**config.mk**
```make
export PLATFORM = sky130hd
export DESIGN_NAME = bramPortDecode
export DESIGN_NICKNAME = d
export VERILOG_FILES = /design/src/hw/bramPkg.sv /design/src/hw/bramPortDecode.sv
export VERILOG_INCLUDE_DIRS = /design/src /design/src/include
export SDC_FILE = /design/constraint.sdc
export NUM_CORES = 1
export LEC_CHECK = 0
export BUFFER_PORTS_ARGS = -buffer_cell sky130_fd_sc_hd__buf_2
export CAP_MARGIN = 20
export CORE_AREA = 2 2 39 41
export DETAILED_ROUTE_END_ITERATION = 16
export DIE_AREA = 0 0 41 43
export GPL_ROUTABILITY_DRIVEN = 0
export PLACE_DENSITY = 0.87
export SLEW_MARGIN = 15
export SYNTH_ARGS = -nofsm -noshare
export SYNTH_HDL_FRONTEND = slang
export SYNTH_SLANG_ARGS = --single-unit
```
**constraint.sdc**
```tcl
create_clock -name vclk -period 1.5
set_clock_uncertainty 0.15 [all_clocks]
set_input_delay 0.3 -clock vclk [all_inputs]
set_output_delay 0.3 -clock vclk [all_outputs]
set_load 0.02 [all_outputs]
```
**src/include/bram_config.svh**
```systemverilog
// Geometry of the dual-port block-RAM array and of one memory cell
`ifndef BRAM_CONFIG_SVH
`define BRAM_CONFIG_SVH

// One cell
`define BRAM_BIT_WIDTH 32    // Data bits per cell word
`define BRAM_WORDS     1024  // Words per cell

// Array of cells
`define NUM_PAR_BRAMS  2     // Cells side by side, widens the port
`define NUM_SER_BRAMS  4     // Rows of cells, deepens the address space

// Byte address per port, 4 rows x 1024 words x 4 bytes
`define ADDR_WIDTH     14

`endif

```
**src/hw/bramPkg.sv**
```systemverilog
// Vector types shared by the block-RAM array and its testbench
`include "bram_config.svh"

package bramPkg;

  // One cell
  typedef logic [`BRAM_BIT_WIDTH-1:0]   bramWordT;
  typedef logic [`BRAM_BIT_WIDTH/8-1:0] bramByteEnT;

  // Whole port, NUM_PAR_BRAMS cells wide
  typedef logic [`BRAM_BIT_WIDTH*`NUM_PAR_BRAMS-1:0]   arrDataT;
  typedef logic [`BRAM_BIT_WIDTH/8*`NUM_PAR_BRAMS-1:0] arrByteEnT;

  // Byte address as seen at a port
  typedef logic [`ADDR_WIDTH-1:0] byteAddrT;

  // Address split into a row and a word inside the row
  typedef logic [$clog2(`NUM_SER_BRAMS)-1:0] serIdxT;
  typedef logic [$clog2(`BRAM_WORDS)-1:0]    wordIdxT;

endpackage

```
**src/hw/bramPortDecode.sv**
```systemverilog
// Port address decoder, splits a byte address into row and word and steers byte enables
`timescale 1ns/1ps
`include "bram_config.svh"

module bramPortDecode (
  input  bramPkg::byteAddrT  addr,
  input  bramPkg::arrByteEnT wrEn,
  output bramPkg::serIdxT    serIdx,
  output bramPkg::wordIdxT   wordIdx,
  output bramPkg::arrByteEnT rowWrEn [`NUM_SER_BRAMS]
);
  import bramPkg::*;

  // Byte offset inside one cell word is dropped
  localparam int OFFS_W = $clog2(`BRAM_BIT_WIDTH / 8);
  localparam int WADDR_W = `ADDR_WIDTH - OFFS_W;

  logic [WADDR_W-1:0] wordAddr;

  assign wordAddr = addr[`ADDR_WIDTH-1:OFFS_W];  // Byte address / 4

  // Row is wordAddr / BRAM_WORDS, word is the remainder
  assign serIdx  = serIdxT'(wordAddr >> $bits(wordIdxT));
  assign wordIdx = wordAddr[$bits(wordIdxT)-1:0];

  // Enables reach the addressed row only, every other row sees zero
  always_comb begin
    for (int r = 0; r < `NUM_SER_BRAMS; r++) begin
      if (serIdx == serIdxT'(r)) begin
        rowWrEn[r] = wrEn;
      end else begin
        rowWrEn[r] = '0;
      end
    end
  end

endmodule

```
== Yosys cells after proc, flatten, opt, wreduce, memory -nomap -nowiden ==
Index checks and enable logic that the tools add are counted.

* Register bits: 0
* Input bits: 22
* Output and inout port bits: 44
* Logic and storage cells: 8

* Eq/ne operators: 3
* Muxes and demuxes: 4
* Reduce and logical (&&, ||, !) cells: 1

{| class="wikitable"
|+ Operators with widths
! operator !! count
|-
| 8-bit 2-to-1 mux || 4
|-
| 2-bit equality test (second input constant) || 2
|-
| 2-bit by 1-bit equality test with 1-bit output (second input constant) || 1
|-
| 2-bit zero test || 1
|}

== Longest topological paths before layout ==
* Depth in word-level cells: 2
* Mapped depth: 2

== Worst setup path after synthesis ==
OpenSTA, ideal clock, no wires.

* Path kind: input-to-output
* From: input addr[12]
* To: output rowWrEn[24] in the netlist's numbering
* Data arrival time: 956 ps
* Data required time: 1050 ps
* Setup slack: 94 ps
* Cell stages on the path: 2
* Path buffers: 1
* Cell sequence: buf_6 -> nor3b_1

{| class="wikitable"
|+ RTL lines
! item !! line !! text
|-
| from (decl) || bramPortDecode.sv:6 || <nowiki>input bramPkg::byteAddrT addr,</nowiki>
|-
| to (decl) || bramPortDecode.sv:10 || <nowiki>output bramPkg::arrByteEnT rowWrEn [`NUM_SER_BRAMS]</nowiki>
|}

==> impl_metrics.json <==
{
  "critPathLaunchType": "primary input",
  "core_mm2": 0.00138,
  "finalHoldViolations": 0,
  "drtAntennaViolNets": 0,
  "layout_setup_ws_ps": 128,
  "fp.dieH_um": 43,
  "status": "complete, no violations",
  "totalWireLength_um": 965,
  "rsz0062_at_grt": "false",
  "path_cells": "buf_4 -> and3b_2 -> buf_2",
  "synth_commonest_cells": "and3b_1 (14), buf_4 (12), and3_1 (8), nor3b_1 (8), buf_6 (6)",
  "hp-class": "in -> out",
  "pwr-share-seq_pct": 0,
  "io_buffers": 44,
  "detail_route.first_pass.iterations": 2,
  "postCtsSetupRepairBufs": 0,
  "drt_iter0_drc": 3,
  "gr-total-overflow": 0,
  "layout-drive-gt1-share_pct": 60.5,
  "hold_buffers": 0,
  "synth_area_leader_cell": "and3b_1",
  "cts_resized": 2,
  "synth_top_family_by_area": "simple AND/OR/NAND/NOR gates",
  "synth_xor_area_share_pct": 0,
  "synth_cell_types": 6,
  "synth_most_common_cell": "and3b_1",
  "route.detailed.drc": 0,
  "regArea_um2": 0,
  "rows": 14,
  "synth_compound_area_share_pct": 0,
  "grt_pass1_wl_mm": 1.32,
  "period_needed_ps": 1370,
  "netlist_top_cells_area": "and3b_1 (30%), buf_4 (22%), buf_6 (16%)",
  "hpwl_um": 712,
  "fmax_mhz": 729,
  "area_growth_pct": 21.3,
  "ys_warn_count": 0,
  "via_per_inst": 4.68,
  "nets": 100,
  "seq_cells": 0,
  "cp.arrival_ps": 920,
  "synth_cells": 50,
  "p_comb_share_pct": 100.0,
  "start_util_pct": 29.7,
  "yosys.area_share.simple_pct": 61.6,
  "final_util_pct": 36.0,
  "wl_per_cell_um": 10.5,
  "synth_mux_area_share_pct": 0,
  "nClkBuffers": 0,
  "io_pins": 66,
  "n_antenna_cell": 0,
  "crit_fanout": 33,
  "ir_worst_vdd_mv": 0.136,
  "pre_cts_slack_ps": -8.80,
  "clkPwrFrac_pct": 0,
  "grt_pass1_vias": 333,
  "syn_area_um2": 410,
  "setup_viol": 0,
  "p_leak_nw": 0.382,
  "worst-setup-path-type": "in -> out",
  "yosys.area_share.adder_pct": 0,
  "p_int_mw": 0.0577,
  "max_stage_delay_ps": 230,
  "switching_power_mw": 0.0914,
  "fp.dieW_um": 41,
  "cap_violations": 0,
  "track_usage_pct": 9.89,
  "synth_area_per_cell_um2": 8.21,
  "slew_viol_final": 0,
  "synth_nets": 72,
  "routed-via-count": 431,
  "period_share_pct": 91.4,
  "slowest_stage": "buf_4",
  "worst_slew_pin_slew_ps": 239,
  "synth_top_area_share_pct": 29.9,
  "required_ps": 1050,
  "powerDensity_mw_per_mm2": 299,
  "endpoint_kind": "primary output",
  "relSlewSlack_pct": 84.1,
  "grt_max_degree": 34,
  "cp_num_buf_inv": 2,
  "antenna_found_initial": 0,
  "crit_family": "buffers and inverters",
  "netSwitchingFraction_pct": 61.3,
  "dieArea_mm2": 0.00176,
  "yosysSeqAreaShare_pct": 0
}
[metrics by stage]
stage          hold WS, ps  cells  area [um^2]  setup TNS [ps]  total power [mW]
6_report               450     92          498               0             0.149
4_1_cts                450     92          498               0             0.150
3_5_place_dp           450     92          493           -16.9             0.148
3_3_place_gp           450     92          493               0             0.145
5_1_grt                450     92          498               0             0.163
2_1_floorplan          563     50          410               0             0.150
[cells in the final DEF, fill, tap and decap left out, drive strengths merged]
cell type,count
buf,44
and3b,16
and3,8
nor3b,8
[cells by family after synthesis]
family / count (synthesis)
simple gates: 32
buf+inv: 18
[final cells by class]
type | count | area [um^2]
Multi-Input combinational cell | 32 | 253
Tap cell | 16 | 20.0
Fill cell | 148 | 886
Timing Repair Buffer | 44 | 225
[power by group through the flow]
stage / combinational [mW] / sequential (mW) / clock (mW)
3_5_place_dp: 0.148 / 0 / 0
4_1_cts: 0.150 / 0 / 0
2_1_floorplan: 0.150 / 0 / 0
6_report: 0.149 / 0 / 0
3_3_place_gp: 0.145 / 0 / 0
5_1_grt: 0.163 / 0 / 0
[path summary, 6_finish.rpt]
check | startpoint | endpoint | slack, ps | cells after the start
setup / recovery | addr[12] | rowWrEn[15] | 130 | 3
hold / removal | addr[3] | wordIdx[1] | 450 | 0
[layer usage]
layer / GRT usage [%] / vias to the layer above / wire length (um)
met3: 1.05 / 4 / 117
met4: 2.00 / 0 / 8
met2: 19.4 / 30 / 476
met1: 10.1 / 180 / 363
met5: 0 / - / 0
li1: - / 217 / -
(Power assumes the default switching activity.)
