`config.mk`:
```
export PLATFORM = sky130hd
export DESIGN_NAME = bramReadMux
export DESIGN_NICKNAME = d
export VERILOG_FILES = /design/src/hw/bramPkg.sv /design/src/hw/bramReadMux.sv
export VERILOG_INCLUDE_DIRS = /design/src /design/src/include
export SDC_FILE = /design/constraint.sdc
export NUM_CORES = 1
export LEC_CHECK = 0
export BUFFER_PORTS_ARGS = -buffer_cell sky130_fd_sc_hd__buf_2
export CAP_MARGIN = 25
export CORE_AREA = 3 3 124 126
export CTS_BUF_LIST = sky130_fd_sc_hd__clkbuf_8
export DETAILED_ROUTE_END_ITERATION = 10
export DIE_AREA = 0 0 127 129
export GPL_TIMING_DRIVEN = 0
export PLACE_DENSITY = 0.5
export SLEW_MARGIN = 25
export SYNTH_ARGS = -nofsm -noshare
export SYNTH_HDL_FRONTEND = slang
export SYNTH_SLANG_ARGS = --single-unit
export TNS_END_PERCENT = 50
```
`constraint.sdc`:
```
create_clock -name A_PS -period 1.7 [get_ports A_PS]
set_input_delay 0.17 -clock A_PS [delete_from_list [all_inputs] [get_ports A_PS]]
set_output_delay 0.17 -clock A_PS [all_outputs]
set_load 0.01 [all_outputs]
```
`src/include/bram_config.svh`:
```
// Geometry of the dual-port block-RAM array and of one memory cell
`ifndef BRAM_CONFIG_SVH
`define BRAM_CONFIG_SVH

// One cell
`define BRAM_BIT_WIDTH 32    // Data bits per cell word
`define BRAM_WORDS     1024  // Words per cell

// Array of cells
`define NUM_PAR_BRAMS  2     // Cells side by side, widens the port
`define NUM_SER_BRAMS  4     // Rows of cells, deepens the address space

// Byte address per port, 4 rows x 1024 words x 4 bytes
`define ADDR_WIDTH     14

`endif

```
`src/hw/bramPkg.sv`:
```
// Vector types shared by the block-RAM array and its testbench
`include "bram_config.svh"

package bramPkg;

  // One cell
  typedef logic [`BRAM_BIT_WIDTH-1:0]   bramWordT;
  typedef logic [`BRAM_BIT_WIDTH/8-1:0] bramByteEnT;

  // Whole port, NUM_PAR_BRAMS cells wide
  typedef logic [`BRAM_BIT_WIDTH*`NUM_PAR_BRAMS-1:0]   arrDataT;
  typedef logic [`BRAM_BIT_WIDTH/8*`NUM_PAR_BRAMS-1:0] arrByteEnT;

  // Byte address as seen at a port
  typedef logic [`ADDR_WIDTH-1:0] byteAddrT;

  // Address split into a row and a word inside the row
  typedef logic [$clog2(`NUM_SER_BRAMS)-1:0] serIdxT;
  typedef logic [$clog2(`BRAM_WORDS)-1:0]    wordIdxT;

endpackage

```
`src/hw/bramReadMux.sv`:
```
// Read-side row mux, steered by the row index captured on the last enabled edge
`timescale 1ns/1ps
`include "bram_config.svh"

module bramReadMux (
  input  logic             A_PS,
  input  logic             rstN,
  input  logic             en,
  input  bramPkg::serIdxT  serIdx,
  input  bramPkg::arrDataT rowData [`NUM_SER_BRAMS],
  output bramPkg::arrDataT rdData
);
  import bramPkg::*;

  serIdxT selIdx;  // Row of the access now at the cell outputs

  // Captured with the same edge that loads the cell registers
  always_ff @(posedge A_PS or negedge rstN) begin
    if (!rstN) begin
      selIdx <= '0;
    end else if (en) begin
      selIdx <= serIdx;
    end
  end

  // Idle cells hold their registers, so the output holds with them
  assign rdData = rowData[selIdx];

endmodule

```
Word-level counts from Yosys, hierarchy flattened
Cells that the tools add are included.
W data, S select, Z words.
- output and inout port bits: 64
- input bits: 261
- word-level logic and storage cells: 6
- register bits after elaboration: 2
- $lt $le $gt $ge: 1
- bitwise operators: 1
- mux-type cells: 3
- operators with widths (cell ; count):
    $bmux W64 S2 ; 1
    $mux W64 ; 2
    $ge A3 B3 Y1 const B ; 1
    $not A2 Y3 ; 1

Logic depth before layout (Yosys ltp)
- word-level depth: 4
- depth in mapped cells: 3

Worst setup path before layout
OpenSTA, ideal clock, no wires.
- kind: reg-to-output
- from: register selIdx[0]
- to: output rdData[12]
- cell stages (with the launch flop): 4
- path buffers: 2
- arrival time: 1221 ps
- setup slack: 309 ps
- data required time: 1530 ps
- cell sequence: dfrtp_1 -> buf_6 -> buf_6 -> mux4_2
- word-level cells in the longest chain between the ends: 4
- ends and longest elaborated chain (element ; RTL line ; source):
    start: declaration ; bramReadMux.sv:15 ; serIdxT selIdx;
    start signal: assignment ; bramReadMux.sv:22 ; selIdx <= serIdx;
    $not A2 Y3 (implied by the code) ; bramReadMux.sv:27 ; assign rdData = rowData[selIdx];
    $bmux W64 S2 ; bramReadMux.sv:27 ;
    $mux W64 (implied by the code) (2 in series) ; bramReadMux.sv:27 ;
    end: declaration ; bramReadMux.sv:11 ; output bramPkg::arrDataT rdData
Every way passes these cells. The select of a mux whose other input is x is not followed.

Worst setup path in the final report
- from: register selIdx[0]
- to: output rdData[43]
The elaborated chain is that of the path after synthesis.

==> run summary <==
First-pass GRT wire length - 15000 um
Drt total wl - 10500 um
CP arrival - 1.61 ns
Max reg flops - 2
Vias in the first global route - 2756
Antenna diodes - 0
Dpl cells - 590
Die area - 16400 um2
Min Tclk post-route - 1.78 ns
Final HPWL DP - 9580 um
TritonCTS buffer count - 3
Antenna violations before repair - 0
Clk Tree Root Cell - clkbuf_8
Final nets - 676
Sequential power share - 0.032
Seq/Total Area, Yosys - 0.0308
Worst-path clk slew - 0.03 ns
PD cells - 464 nW/um2
Area delta synth->final - 135%
Xor/xnor share of the synthesized area - 0
Main combinational cell family by area after synthesis - multiplexers
Via/cell ratio - 4.19
Most common cell after layout, fill and taps aside - buf_2
Die height - 129 um
Failing checks - negative setup slack
Post-Layout Cell Count - 597
Most frequent cells in the layout - 293 x buf_2, 64 x mux4_2, 31 x buf_6
Yosys reg bits - 2
DRT Pass-1 Iters - 4
RSZ-0062 raised after global routing - true
Lkg Pwr - 1.91 nW
Post-Synth Simple-Gate Area - 0
Row Count - 44
Die span in x - 127 um
Slew @ Worst Pin - 0.261 ns
Maxcap violations - 0
Share of post-route cells with drive strength above 1 - 0.993
Final Cycle Share - 1.05
Post-DR wirelength/cell - 17.6 um
Antenna viol nets, final - 0
Worst hold path type - in2reg
Outcome - finished, violations left
Top Registers - selIdx (2)
Clock buffer depth - 2
Syn Inst Count - 82
Final GP Congestion - 0.836
Pins Over Slew Limit - 0
Critical path startpoint category - flip-flop
Clk sinks - 2
Largest net degree at the start of global routing - 11
Number of hold violations in the final report - 0
Post-synthesis mux area share - 0.902
Critical path capture point type - output port
Ports - 325
Synthesized net count - 343
Switching share of power - 0.357
Starting DRT DRC Count - 59
Total power - 0.00177 W
Port bufs - 324
Adder-Cell Fraction of Synth Area - 0
Worst rel slew slack - 0.826
Yosys warnings - 0
Core Region - 14400 um2
Combinational power share - 0.861
Avg Inst Size Synth - 19.8 um2
Top reg by flops - selIdx
Final setup viols - 54
Vias - 2502
Fmax - 0.561 GHz
Internal power - 0.00114 W
Setup Skew - 0 ns
H-tree levels - 1
Worst vdd ir - 0.364 mV
DR DRC count - 0
Clock power share - 0.107
Crit path required time - 1.53 ns
Pre-CTS WS - -0.0114 ns
Clock Latency Late Sink - 0.21 ns
Crit Path Category - reg2out
CTS tree - done
Initial Util - 0.113
Distinct cell type count after synthesis - 7
Mapped cell area - 1620 um2
Complex-gate fraction of the synthesized area - 0
Crit path max fanout - 10
NetSw - 0.000631 W
Grt total ovfl - 0
Worst Slack Setup Final - -0.0811 ns
Overall routing resource usage - 0.115
[path summary, 6_finish.rpt]
check,depth (start not counted),to,from,slack [ns]
worst max-delay path,4,rdData[43],selIdx[0],-0.08
worst min-delay path,2,selIdx[0],serIdx[0],0.19
worst max register to register,3,selIdx[1],selIdx[1],0.51
worst min register to register,3,selIdx[0],selIdx[0],0.89
max in group asynchronous,2,selIdx[0],rstN,1.32
min in group asynchronous,2,selIdx[1],rstN,0.28
[cells in the mapped netlist (all sizes together)]
| master | instances | area share |
|---|---|---|
| clkbuf | 1 | 0.0023 |
| mux4 | 64 | 0.89 |
| mux2 | 2 | 0.014 |
| dfrtp | 2 | 0.031 |
| buf | 13 | 0.065 |
[layer usage]
metal	wire, um	vias up	track usage
met5	0	-	0
met4	25	0	0.0114
met3	927	4	0.0170
met2	5530	178	0.213
met1	4010	1228	0.148
li1	-	1092	-
[critical path, cell delays in order, from the launching register on]
cell     delay, ns
dfrtp_1       0.38
buf_12        0.17
buf_12        0.16
mux4_2        0.54
buf_6         0.15
[power groups by stage]
stage                     Combinational [W]  Clock, W  Sequential (W)
after global routing                0.00163  0.000198       0.0000572
final                               0.00152  0.000190       0.0000564
after detailed placement            0.00134         0       0.0000558
after CTS                           0.00148  0.000195       0.0000564
after global placement              0.00131         0       0.0000558
after floorplan                    0.000709         0       0.0000554
[cell families (layout without fill, tap and decap cells)]
logic type,Yosys count,in the layout
buffers and inverters,14,345
DFF,2,2
muxes,66,66
[metrics by stage]
stage | instance area (um2) | utilization | TNS [ns] | hold slack (ns)
2_1_floorplan | 1620 | - | 0 | -0.126
4_1_cts | 3720 | 0.258 | -4.15 | 0.189
3_3_place_gp | 3470 | 0.241 | 0 | -0.0450
6_report | 3810 | 0.264 | -2.53 | 0.192
3_5_place_dp | 3470 | 0.241 | -0.0161 | -0.0402
5_1_grt | 3810 | 0.264 | -6.51 | 0.207
[repair_timing]
action | in CTS | in global routing
endpoints found under the setup margin | 53 | 64
hold endpoints to repair | 2 | 0
hold buffers | 1 | 0
gates resized for setup | 33 | 17
setup buffers | 3 | 0
gates cloned | 0 | 0
[layout make-up]
| class | instances | area [um2] |
|---|---|---|
| sequential | 2 | 50.0 |
| clock buffer | 3 | 41.3 |
| timing repair buffer | 328 | 1850 |
| buffer | 14 | 178 |
| tap | 184 | 230 |
| multi-input combinational | 66 | 1460 |
| fill | 1555 | 10600 |
(Power assumes the default switching activity.)
